**config.mk**
```make
export PLATFORM = sky130hd
export DESIGN_NAME = banked_cache
export DESIGN_NICKNAME = d
export VERILOG_FILES = /design/src/hw/lc3b_pkg.sv /design/src/hw/bank_router.sv /design/src/hw/banked_cache.sv /design/src/hw/l1_bank.sv /design/src/hw/pmem_arbiter.sv
export SDC_FILE = /design/constraint.sdc
export NUM_CORES = 2
export LEC_CHECK = 0
export BUFFER_PORTS_ARGS = -buffer_cell sky130_fd_sc_hd__buf_2
export CAP_MARGIN = 10
export CORE_MARGIN = 4
export CORE_UTILIZATION = 36
export DETAILED_ROUTE_END_ITERATION = 6
export PLACE_DENSITY = 0.61
export RECOVER_POWER = 25
export SYNTH_ARGS = -nofsm -noshare
export SYNTH_HDL_FRONTEND = slang
export SYNTH_SLANG_ARGS = --single-unit
```
**constraint.sdc**
```tcl
create_clock -name clk -period 8.95 [get_ports clk]
set_clock_uncertainty 0.2 [all_clocks]
set_input_delay 2.685 -clock clk [delete_from_list [all_inputs] [get_ports clk]]
set_output_delay 2.685 -clock clk [all_outputs]
set_load 0.05 [all_outputs]
```
**src/hw/lc3b_pkg.sv**
```systemverilog
package lc3b_pkg;

    // ==============================
    // Address layout
    // ==============================
    parameter int ADDR_BITS     = 16;
    parameter int OFFSET_BITS   = 4;    // Byte offset inside a line
    parameter int WORD_SEL_BITS = 3;    // Word index inside a line

    // ==============================
    // Data types
    // ==============================

    // Data word, also used for byte addresses
    typedef logic [15:0] lc3b_word;

    // Eight words per line
    typedef logic [127:0] lc3b_cacheline;

    // Bit 0 low byte, bit 1 high byte
    typedef logic [1:0] lc3b_mem_wmask;

endpackage : lc3b_pkg

```
**src/hw/bank_router.sv**
```systemverilog
module bank_router #(
    parameter int NUM_BANKS = 2
) (
    input  logic                                 clk,
    input  logic                                 arst_n_i,

    // CPU side
    input  logic                                 mem_read_i,
    input  logic                                 mem_write_i,
    input  lc3b_pkg::lc3b_word                   mem_address_i,
    output logic                                 mem_resp_o,
    output lc3b_pkg::lc3b_word                   mem_rdata_o,

    // Bank side
    output logic [NUM_BANKS-1:0]                 bank_read_o,
    output logic [NUM_BANKS-1:0]                 bank_write_o,
    input  logic [NUM_BANKS-1:0]                 bank_resp_i,
    input  lc3b_pkg::lc3b_word [NUM_BANKS-1:0]   bank_rdata_i
);

    localparam int BANK_BITS = $clog2(NUM_BANKS);

    logic [BANK_BITS-1:0] bank_sel;
    logic [BANK_BITS-1:0] bank_sel_q;     // Bank of the accepted request
    logic [NUM_BANKS-1:0] bank_dec;
    logic                 busy_q;

    // Bank field sits right above the byte offset
    assign bank_sel = mem_address_i[lc3b_pkg::OFFSET_BITS +: BANK_BITS];

    always_comb begin
        bank_dec           = '0;
        bank_dec[bank_sel] = 1'b1;
    end

    assign bank_read_o  = bank_dec & {NUM_BANKS{mem_read_i}};
    assign bank_write_o = bank_dec & {NUM_BANKS{mem_write_i}};

    // Accept on the first strobe, release on the response pulse
    always_ff @(posedge clk or negedge arst_n_i) begin
        if (!arst_n_i) begin
            busy_q     <= 1'b0;
            bank_sel_q <= '0;
        end else if (!busy_q && (mem_read_i || mem_write_i)) begin
            busy_q     <= 1'b1;
            bank_sel_q <= bank_sel;
        end else if (mem_resp_o) begin
            busy_q     <= 1'b0;
        end
    end

    assign mem_resp_o  = busy_q & bank_resp_i[bank_sel_q];
    assign mem_rdata_o = bank_rdata_i[bank_sel_q];   // Valid while resp is high

endmodule : bank_router

```
**src/hw/banked_cache.sv**
```systemverilog
module banked_cache #(
    parameter int NUM_BANKS     = 2,
    parameter int SETS_PER_BANK = 4
) (
    input  logic                       clk,
    input  logic                       arst_n_i,

    // CPU memory port
    input  logic                       mem_read_i,
    input  logic                       mem_write_i,
    input  lc3b_pkg::lc3b_mem_wmask    mem_byte_enable_i,
    input  lc3b_pkg::lc3b_word         mem_address_i,
    input  lc3b_pkg::lc3b_word         mem_wdata_i,
    output logic                       mem_resp_o,
    output lc3b_pkg::lc3b_word         mem_rdata_o,

    // Physical memory port
    output logic                       pmem_read_o,
    output logic                       pmem_write_o,
    output lc3b_pkg::lc3b_word         pmem_address_o,
    output lc3b_pkg::lc3b_cacheline    pmem_wdata_o,
    input  logic                       pmem_resp_i,
    input  lc3b_pkg::lc3b_cacheline    pmem_rdata_i
);

    // ==============================
    // Router to banks
    // ==============================
    logic [NUM_BANKS-1:0]               bank_read;
    logic [NUM_BANKS-1:0]               bank_write;
    logic [NUM_BANKS-1:0]               bank_resp;
    lc3b_pkg::lc3b_word [NUM_BANKS-1:0] bank_rdata;

    // Banks to arbiter
    logic [NUM_BANKS-1:0]                    miss_read;
    logic [NUM_BANKS-1:0]                    miss_write;
    lc3b_pkg::lc3b_word [NUM_BANKS-1:0]      miss_address;
    lc3b_pkg::lc3b_cacheline [NUM_BANKS-1:0] miss_wdata;
    logic [NUM_BANKS-1:0]                    miss_resp;
    lc3b_pkg::lc3b_cacheline [NUM_BANKS-1:0] miss_rdata;

    bank_router #(
        .NUM_BANKS(NUM_BANKS)
    ) u_router (
        .clk,
        .arst_n_i,
        .mem_read_i,
        .mem_write_i,
        .mem_address_i,
        .mem_resp_o,
        .mem_rdata_o,
        .bank_read_o  (bank_read),
        .bank_write_o (bank_write),
        .bank_resp_i  (bank_resp),
        .bank_rdata_i (bank_rdata)
    );

    for (genvar i = 0; i < NUM_BANKS; i++) begin : gen_bank
        l1_bank #(
            .NUM_BANKS     (NUM_BANKS),
            .SETS_PER_BANK (SETS_PER_BANK),
            .BANK_ID       (i)
        ) u_bank (
            .clk,
            .arst_n_i,
            .read_i         (bank_read[i]),
            .write_i        (bank_write[i]),
            .byte_enable_i  (mem_byte_enable_i),   // Shared by all banks
            .address_i      (mem_address_i),
            .wdata_i        (mem_wdata_i),
            .resp_o         (bank_resp[i]),
            .rdata_o        (bank_rdata[i]),
            .pmem_read_o    (miss_read[i]),
            .pmem_write_o   (miss_write[i]),
            .pmem_address_o (miss_address[i]),
            .pmem_wdata_o   (miss_wdata[i]),
            .pmem_resp_i    (miss_resp[i]),
            .pmem_rdata_i   (miss_rdata[i])
        );
    end

    pmem_arbiter #(
        .NUM_BANKS(NUM_BANKS)
    ) u_arbiter (
        .clk,
        .arst_n_i,
        .req_read_i    (miss_read),
        .req_write_i   (miss_write),
        .req_address_i (miss_address),
        .req_wdata_i   (miss_wdata),
        .req_resp_o    (miss_resp),
        .req_rdata_o   (miss_rdata),
        .pmem_read_o,
        .pmem_write_o,
        .pmem_address_o,
        .pmem_wdata_o,
        .pmem_resp_i,
        .pmem_rdata_i
    );

endmodule : banked_cache

```
**src/hw/l1_bank.sv**
```systemverilog
module l1_bank #(
    parameter int NUM_BANKS     = 2,
    parameter int SETS_PER_BANK = 4,
    parameter int BANK_ID       = 0
) (
    input  logic                       clk,
    input  logic                       arst_n_i,

    // CPU side, steered by the router
    input  logic                       read_i,
    input  logic                       write_i,
    input  lc3b_pkg::lc3b_mem_wmask    byte_enable_i,
    input  lc3b_pkg::lc3b_word         address_i,
    input  lc3b_pkg::lc3b_word         wdata_i,
    output logic                       resp_o,
    output lc3b_pkg::lc3b_word         rdata_o,

    // Miss port towards the arbiter
    output logic                       pmem_read_o,
    output logic                       pmem_write_o,
    output lc3b_pkg::lc3b_word         pmem_address_o,
    output lc3b_pkg::lc3b_cacheline    pmem_wdata_o,
    input  logic                       pmem_resp_i,
    input  lc3b_pkg::lc3b_cacheline    pmem_rdata_i
);

    localparam int BANK_BITS = $clog2(NUM_BANKS);
    localparam int SET_BITS  = $clog2(SETS_PER_BANK);
    localparam int SET_LSB   = lc3b_pkg::OFFSET_BITS + BANK_BITS;
    localparam int TAG_BITS  = lc3b_pkg::ADDR_BITS - SET_LSB - SET_BITS;

    typedef enum logic [1:0] {
        ST_IDLE,
        ST_RESPOND,
        ST_WRITEBACK,
        ST_FILL
    } state_t;

    state_t state_q;
    state_t state_d;

    // ==============================
    // Arrays
    // ==============================
    lc3b_pkg::lc3b_cacheline  data_q [SETS_PER_BANK];
    logic [TAG_BITS-1:0]      tag_q  [SETS_PER_BANK];
    logic [SETS_PER_BANK-1:0] valid_q;
    logic [SETS_PER_BANK-1:0] dirty_q;

    logic [SET_BITS-1:0]                set_idx;
    logic [TAG_BITS-1:0]                tag_in;
    logic [lc3b_pkg::WORD_SEL_BITS-1:0] word_sel;
    lc3b_pkg::lc3b_cacheline            cur_line;
    lc3b_pkg::lc3b_cacheline            merged_line;
    logic                               req;
    logic                               hit;
    logic                               store_hit;
    logic                               fill_done;

    assign set_idx  = address_i[SET_LSB +: SET_BITS];
    assign tag_in   = address_i[lc3b_pkg::ADDR_BITS-1 -: TAG_BITS];
    assign word_sel = address_i[1 +: lc3b_pkg::WORD_SEL_BITS];   // Bit 0 picks the byte
    assign cur_line = data_q[set_idx];

    assign req       = read_i | write_i;
    assign hit       = valid_q[set_idx] && (tag_q[set_idx] == tag_in);
    assign store_hit = (state_q == ST_IDLE) && write_i && hit;
    assign fill_done = (state_q == ST_FILL) && pmem_resp_i;

    // Byte merge of a store into the resident line
    always_comb begin
        merged_line = cur_line;
        if (byte_enable_i[0]) begin
            merged_line[16*word_sel +: 8] = wdata_i[7:0];
        end
        if (byte_enable_i[1]) begin
            merged_line[16*word_sel + 8 +: 8] = wdata_i[15:8];
        end
    end

    // ==============================
    // Miss FSM
    // ==============================
    always_comb begin
        state_d = state_q;
        case (state_q)
            ST_IDLE: begin
                if (req) begin
                    if (hit) begin
                        state_d = ST_RESPOND;
                    end else if (valid_q[set_idx] && dirty_q[set_idx]) begin
                        state_d = ST_WRITEBACK;   // Old line goes out first
                    end else begin
                        state_d = ST_FILL;
                    end
                end
            end
            ST_RESPOND:   state_d = ST_IDLE;
            ST_WRITEBACK: if (pmem_resp_i) state_d = ST_FILL;
            ST_FILL:      if (pmem_resp_i) state_d = ST_IDLE;   // Retried as a hit
            default:      state_d = ST_IDLE;
        endcase
    end

    always_ff @(posedge clk or negedge arst_n_i) begin
        if (!arst_n_i) begin
            state_q <= ST_IDLE;
            valid_q <= '0;
            dirty_q <= '0;
        end else begin
            state_q <= state_d;
            if (fill_done) begin
                valid_q[set_idx] <= 1'b1;
                dirty_q[set_idx] <= 1'b0;
            end else if (store_hit) begin
                dirty_q[set_idx] <= 1'b1;
            end
        end
    end

    always_ff @(posedge clk) begin
        if (fill_done) begin
            data_q[set_idx] <= pmem_rdata_i;
            tag_q[set_idx]  <= tag_in;
        end else if (store_hit) begin
            data_q[set_idx] <= merged_line;
        end
    end

    // ==============================
    // Outputs
    // ==============================
    assign resp_o  = (state_q == ST_RESPOND);
    assign rdata_o = cur_line[16*word_sel +: 16];

    assign pmem_read_o  = (state_q == ST_FILL);
    assign pmem_write_o = (state_q == ST_WRITEBACK);
    assign pmem_wdata_o = cur_line;

    // Victim address rebuilt from stored tag, set and own bank number
    always_comb begin
        if (state_q == ST_WRITEBACK) begin
            pmem_address_o = {tag_q[set_idx], set_idx, BANK_BITS'(BANK_ID),
                              {lc3b_pkg::OFFSET_BITS{1'b0}}};
        end else begin
            pmem_address_o = {address_i[lc3b_pkg::ADDR_BITS-1:lc3b_pkg::OFFSET_BITS],
                              {lc3b_pkg::OFFSET_BITS{1'b0}}};
        end
    end

endmodule : l1_bank

```
**src/hw/pmem_arbiter.sv**
```systemverilog
module pmem_arbiter #(
    parameter int NUM_BANKS = 2
) (
    input  logic                                    clk,
    input  logic                                    arst_n_i,

    // Bank miss ports
    input  logic [NUM_BANKS-1:0]                    req_read_i,
    input  logic [NUM_BANKS-1:0]                    req_write_i,
    input  lc3b_pkg::lc3b_word [NUM_BANKS-1:0]      req_address_i,
    input  lc3b_pkg::lc3b_cacheline [NUM_BANKS-1:0] req_wdata_i,
    output logic [NUM_BANKS-1:0]                    req_resp_o,
    output lc3b_pkg::lc3b_cacheline [NUM_BANKS-1:0] req_rdata_o,

    // Physical memory
    output logic                                    pmem_read_o,
    output logic                                    pmem_write_o,
    output lc3b_pkg::lc3b_word                      pmem_address_o,
    output lc3b_pkg::lc3b_cacheline                 pmem_wdata_o,
    input  logic                                    pmem_resp_i,
    input  lc3b_pkg::lc3b_cacheline                 pmem_rdata_i
);

    logic [NUM_BANKS-1:0] req_any;
    logic [NUM_BANKS-1:0] first_req;   // Lowest index wins
    logic [NUM_BANKS-1:0] grant_q;     // Locked grant, zero when idle
    logic [NUM_BANKS-1:0] grant_oh;

    assign req_any   = req_read_i | req_write_i;
    assign first_req = req_any & (~req_any + NUM_BANKS'(1));
    assign grant_oh  = (|grant_q) ? grant_q : first_req;

    always_ff @(posedge clk or negedge arst_n_i) begin
        if (!arst_n_i) begin
            grant_q <= '0;
        end else if (pmem_resp_i) begin
            grant_q <= '0;   // Transfer done
        end else begin
            grant_q <= grant_oh;
        end
    end

    // ==============================
    // Routing
    // ==============================
    always_comb begin
        pmem_read_o    = 1'b0;
        pmem_write_o   = 1'b0;
        pmem_address_o = '0;
        pmem_wdata_o   = '0;
        for (int i = 0; i < NUM_BANKS; i++) begin
            req_rdata_o[i] = grant_oh[i] ? pmem_rdata_i : '0;
            if (grant_oh[i]) begin
                pmem_read_o    = req_read_i[i];
                pmem_write_o   = req_write_i[i];
                pmem_address_o = req_address_i[i];
                pmem_wdata_o   = req_wdata_i[i];
            end
        end
    end

    assign req_resp_o = grant_oh & {NUM_BANKS{pmem_resp_i}};

endmodule : pmem_arbiter

```
[After elaboration in Yosys (flattened, before gate mapping)]
Memory sizes are Yosys's and may differ from the RTL's.
Index checks and enable logic that the tools add are counted.
Word-level totals
  register bits: 24
  latch bits: 0
  bits in writable memories: 1096
  bits in read-only memories: 0
  input bits: 167
  output and inout bits: 163
  logic and storage cells: 151
  memories: 4
Memories
  gen_bank[0].u_bank.data_q: depth 4, bits a word 128, rd ports 1, clocked after memory_dff 0, write ports 1, RTL line l1_bank.sv:45  | lc3b_pkg::lc3b_cacheline data_q [SETS_PER_BANK];
  gen_bank[1].u_bank.data_q: depth 4, bits a word 128, rd ports 1, clocked after memory_dff 0, write ports 1, RTL line l1_bank.sv:45
  gen_bank[0].u_bank.tag_q: depth 4, bits a word 9, rd ports 1, clocked after memory_dff 0, write ports 1, RTL line l1_bank.sv:46  | logic [TAG_BITS-1:0] tag_q [SETS_PER_BANK];
  gen_bank[1].u_bank.tag_q: depth 4, bits a word 9, rd ports 1, clocked after memory_dff 0, write ports 1, RTL line l1_bank.sv:46
Cells by class
  add/subtract/negate cells: 4
  $mul: 0
  div/mod/pow operators: 0
  magnitude comparators: 5
  equality and inequality tests: 14
  shift operators: 6
  muxes and demuxes: 68
  bitwise operators: 18
  reduce and logical (&&, ||, !) cells: 23
Operators by type and width (number)
  $mux 128: 10
  $bwmux 128: 4
  $shift 8x34->128 const A: 2
  $shiftx 128x8->16: 2
  $shiftx 8x34->128: 2
  $mux 16: 6
  $neg 32->34: 1
  $neg 7->34: 1
  $mux 1: 26
  $mux 2: 10
  $eq 9x9->1: 2
  $mux 4: 4
  $or 4x4->4: 4
  $pmux 2 s4: 2
  $logic_and 1x1->1: 13
  $add 7x4->8 const B: 1
  $and 2x2->2: 4
  $and 4x4->4: 2
  $bmux 1 s2: 4
  $eq 2x2->1 const B: 4
  $ne 2x2->1 const B: 4
  $reduce_and 3->1: 2
  $reduce_bool 2->1: 3
  $eq 2x1->1 const B: 2
  17 further kinds: 23

[Longest topological paths before layout]
  depth in word-level cells: 11
  mapped depth: 12
  gate-level depth less buffers: 8

[Hierarchy]
Synthesis repeated with hierarchy kept, for this count alone.
Unflattened totals
  cells, all modules: 3444
  area, all modules: 54940.2 um2
Modules (own cells, without submodules)
  l1_bank at gen_bank[0].u_bank: times used 1, cells an instance 1355, area each 24999.0 um2, seq. area each 16706.0 um2
  l1_bank at gen_bank[1].u_bank: times used 1, cells an instance 1435, area each 24906.4 um2, seq. area each 16706.0 um2
  pmem_arbiter: times used 1, cells an instance 624, area each 4660.7 um2, seq. area each 50.0 um2
  bank_router: times used 1, cells an instance 30, area each 374.1 um2, seq. area each 50.0 um2

[Least setup slack after synthesis]
OpenSTA, ideal clock, no wires.
  path type: input to register
  start: input port mem_address_i[6]
  end: memory gen_bank[0].u_bank.data_q[0][0] in the netlist's numbering, enable pin
  setup time: 658 ps
  data arrival time: 10610 ps
  data required time: 8092 ps
  setup slack: -2518 ps
  stages on the path: 10
  path buffers: 4
  cell sequence: buf_2 -> buf_2 -> mux2i_1 -> mux2i_1 -> a21oi_1 -> nor4_1 -> nand2_2 -> buf_4 -> buf_2 -> a21oi_1
Between the ends
  cells in the longest elaborated chain, start to end: 8
  elaborated cells between the ends (all ways): 10
  classes of those cells: eq/ne: 1; mux: 5; bitwise: 1; reduce/logical: 2; memory: 1
RTL lines
  start, declared: RTL line banked_cache.sv:12  | input lc3b_pkg::lc3b_word mem_address_i,
  $mem_v2 4x9 / $bmux 1 s2 (equally long branches)
  $eq 9x9->1 / $mux 1 (equally long branches): RTL line l1_bank.sv:66  | assign hit = valid_q[set_idx] && (tag_q[set_idx] == tag_in);
  $logic_and 1x1->1: RTL line l1_bank.sv:66
  $logic_and 1x1->1: RTL line l1_bank.sv:67  | assign store_hit = (state_q == ST_IDLE) && write_i && hit;
  $mux 1: RTL line l1_bank.sv:125  | end else if (store_hit) begin
  $mux 1: RTL line l1_bank.sv:122  | if (fill_done) begin
  $mux 1 (implied by the code): RTL line l1_bank.sv:126  | data_q[set_idx] <= merged_line;
  $or 1x1->1 (no line)
  end, declared: RTL line l1_bank.sv:45
Parallel ways exist; a longest one is shown, timed or not. The select of a mux whose other input is x is not followed.

[Worst setup path in the final report]
  start: input port mem_address_i[5]
  end: output port mem_rdata_o[12]
Between the ends
  cells in the longest elaborated chain, start to end: 4
  elaborated cells between the ends (all ways): 6
  classes of those cells: shift: 2; mux: 2; memory: 2
RTL lines
  $mem_v2 4x128
  $shiftx 128x8->16: RTL line l1_bank.sv:134  | assign rdata_o = cur_line[16*word_sel +: 16];
  $mux 16 (implied by the code) (*) (2 in a row): RTL line bank_router.sv:53  | assign mem_rdata_o = bank_rdata_i[bank_sel_q];
  end, declared: RTL line banked_cache.sv:15  | output lc3b_pkg::lc3b_word mem_rdata_o,
Every way passes the cells marked *; elsewhere a longest branch is shown, timed or not. The select of a mux whose other input is x is not followed.

==> impl_metrics.py <==
metrics = {
    "pwr": {
        "vdd_drop_max_mv": 0.280,
        "clkPwrFrac_pct": 29.7,
        "seq_power_share_pct": 39.5,
        "swShare_pct": 36.7,
        "leakagePower_nw": 20.7,
        "p_comb_share_pct": 30.9,
        "p_int_mw": 10.5,
        "finalPower_mw": 16.6,
        "p_switching_mw": 6.07,
        "power.density_nw_per_um2": 280,
    },
    "critical_path": {
        "startpoint_type": "input pin",
        "cp_slowest_cell": "mux4_2",
        "cpPeakStageDelay_ns": 0.62,
        "arrival_ns": 5.63,
        "path_common_cell": "mux4_2",
        "rr_worst_depth": 7,
        "critical_path_required_ns": 6.07,
        "worstPathMaxFanout": 29,
        "crit_chain": "buf_8 > clkbuf_1 > mux4_2 > mux4_2 > nand2_1 > nand4_1 > buf_2",
        "worst_setup_path_end_kind": "output pin",
        "criticalPathCategory": "input pin to output pin",
    },
    "grt": {
        "grt_pass1_vias": 30600,
        "grt_use_total_pct": 22.3,
        "antenna_found_initial": 32,
        "globalRouteOverflowTotal": 0,
        "grt_pass1_wl_um": 235000,
        "grt_max_degree": 150,
    },
    "synth": {
        "netlist_area_sq_um": 51100,
        "ys_types": 53,
        "ys_async_sr_fraction_pct": 2.14,
        "synth_cells": 3037,
        "yosysSeqAreaShare_pct": 65.6,
        "synth_ff_type": "edfxtp_1",
        "postSynthAreaPerCell_sq_um": 16.8,
        "yosysWarningCount": 0,
        "yosys_register_bits": 1120,
        "synth_edf_count": 1096,
    },
    "die": {
        "core_area_sq_um": 140000,
        "pin_count": 330,
        "start_util_pct": 36.4,
        "fp.dieW_um": 385,
        "die_h_um": 385,
        "rows": 137,
        "die_area_sq_um": 148000,
    },
    "sta": {
        "worst_pin_slew_ns": 2.44,
        "hold_viol_final": 0,
        "setup_tns_ns": 0,
        "finalSetupViolCount": 0,
        "fmax_ghz": 0.117,
        "finalCritPeriodShare_pct": 95.1,
        "rsz0062_at_grt": "no",
        "drv_slew": 210,
        "period_minus_slack_ns": 8.51,
        "setup_slack_ns": 0.436,
        "relSlewSlack_pct": -62.4,
    },
    "cts": {
        "path_clk_slew_ns": 0.06,
        "cts_tree": "yes",
        "h-tree-depth": 3,
        "clkSinkCount": 1120,
        "clock_latency_ns": 0.75,
        "postCtsSetupBuffers": 0,
        "clockRootBuffer": "clkbuf_16",
        "clockBufferDepth": 3,
        "cts_buffers": 118,
        "cts_resized": 0,
        "hold_buffers": 0,
    },
    "cells_and_area": {
        "multi_input_area_sq_um": 16400,
        "stdcell_area_sq_um": 59100,
        "register_area_sq_um": 33500,
        "nets": 3527,
        "fillers": 12700,
        "drive_gt1_share_pct": 27.3,
        "final_util_pct": 42.1,
        "syn_to_final_growth_pct": 15.7,
    },
    "place": {
        "dpl_cell_area_sq_um": 55300,
        "hpwlAfterDp_um": 110000,
        "place_ws_ns": 0.509,
        "port_buffers": 324,
        "gp_congestion": 0.893,
    },
    "routing": {
        "drtPass1Iterations": 6,
        "drtIter0Drc": 4217,
        "avgViaCountPerCell": 5.95,
        "avgRoutedWirePerCell_um": 31.4,
        "wirelength_um": 168000,
        "drc": 0,
        "via_count": 31800,
        "ant_nets": 0,
    },
    "worst_hold_path": {
        "min_path_type": "flip-flop to flip-flop",
        "holdPathStages": 1,
    },
    "status": {
        "violations": "max-capacitance violations, max-slew violations",
        "status": "finished, violations left",
    },
    "run": {
        "cap_violations": 5,
    },
}
per-stage QoR:
step                hold slack [ns]  instances
floorplan                     0.234       3040
global placement              0.247       5109
detailed placement            0.251       5109
CTS                           0.266       5327
global route                  0.285       5327
finish                        0.267       5343
metal layers:
layer / part of all wire (%) / up-vias / track usage (%) / wire length [um]
li1: - / 13000 / - / -
met1: 40 / 16800 / 30.9 / 66400
met2: 45 / 1770 / 33.5 / 75400
met3: 11 / 263 / 5.81 / 18800
met4: 4.2 / 12 / 8.94 / 7050
met5: 0.044 / - / 0 / 74
final timing paths:
check / start / to / slack, ns
setup / recovery: mem_address_i[5] / mem_rdata_o[12] / 0.44
hold / removal: gen_bank[0].u_bank.valid_q[3] / gen_bank[0].u_bank.valid_q[3] / 0.27
setup reg to reg: gen_bank[0].u_bank.tag_q[3][0] / gen_bank[0].u_bank.data_q[0][108] / 3.38
hold reg to reg: gen_bank[0].u_bank.valid_q[3] / gen_bank[0].u_bank.valid_q[3] / 0.27
max in group asynchronous: arst_n_i / u_router.bank_sel_q / 5.50
min in group asynchronous: arst_n_i / gen_bank[1].u_bank.state_q[1] / 2.05
cell usage after synthesis (all sizes together) (15+ instances only):
| cell | n | area, sq um |
|---|---|---|
| edfxtp | 1096 | 32900 |
| nand2 | 332 | 1250 |
| mux4 | 324 | 7300 |
| mux2i | 322 | 3220 |
| a22oi | 130 | 976 |
| a22o | 128 | 1120 |
| clkbuf | 125 | 469 |
| a21oi | 117 | 586 |
| buf | 116 | 671 |
| nor2 | 86 | 323 |
| nand4 | 32 | 200 |
| dfrtp | 24 | 601 |
| o22ai | 20 | 125 |
| nand2b | 16 | 100 |
| nand3 | 16 | 80.1 |
| xnor2 | 16 | 140 |
| nor2b | 15 | 93.8 |
state kept, by name (all words and copies together), names as in the netlist, named ones only:
signal	count
gen_bank.u_bank.state_q	4
gen_bank.u_bank.data_q	1024
u_arbiter.grant_q	2
gen_bank.u_bank.valid_q	8
gen_bank.u_bank.tag_q	72
u_router.bank_sel_q	1
u_router.busy_q	1
worst max-delay path, delay by kind of cell:
family                 cells  cell delay [ns]
multiplexers               2             1.22
buffers and inverters      3             1.19
AND/OR/NAND/NOR            2             0.49
cell type report:
type,instances,share of cell area (%)
inverters,14,0.0932
flip-flops and latches,1120,56.7
multi-input cells,1665,27.8
clock inverters,77,1.28
repair buffers,434,4.81
clock buffers,141,5.22
well taps,1876,3.97
diodes,16,0.0678
kinds of logic (layout without fill, tap and decap cells):
kind of cell / after synthesis / in the layout / share of synthesized area [%]
flip-flops: 1120 / 1120 / 65.6
adder cells (fa/ha/maj): 7 / 7 / 0.171
buffers and inverters: 255 / 666 / 2.33
XOR/XNOR: 20 / 20 / 0.343
other: 1 / 20 / 0.00734
AO/OA/AOI/OAI: 457 / 457 / 6.45
multiplexers: 650 / 650 / 20.7
AND/OR/NAND/NOR: 527 / 527 / 4.39
cell usage in the layout (no fill, tap or decap), types with 19 or more instances in the layout:
cell type     n
clkinv_2     33
clkbuf_1     44
mux2i_1     322
nand2_1     331
mux4_2      324
a22oi_1     130
nand4_1      32
dfrtp_1      23
a21oi_1     116
buf_2       309
buf_4        63
buf_12       34
edfxtp_1   1096
clkbuf_16   120
nor2_1       84
a22o_1      128
clkinv_1     19
o22ai_1      20
power groups by stage:
stage / Clock [mW] / Sequential [mW] / Combinational, mW
6_report: 4.91 / 6.54 / 5.11
5_1_grt: 5.21 / 6.56 / 5.32
4_1_cts: 4.98 / 6.53 / 5.10
3_5_place_dp: 0 / 6.65 / 5.09
3_3_place_gp: 0 / 6.63 / 5.05
2_1_floorplan: 0 / 6.59 / 3.31
Note: power is estimated with default switching activity, not from simulation.
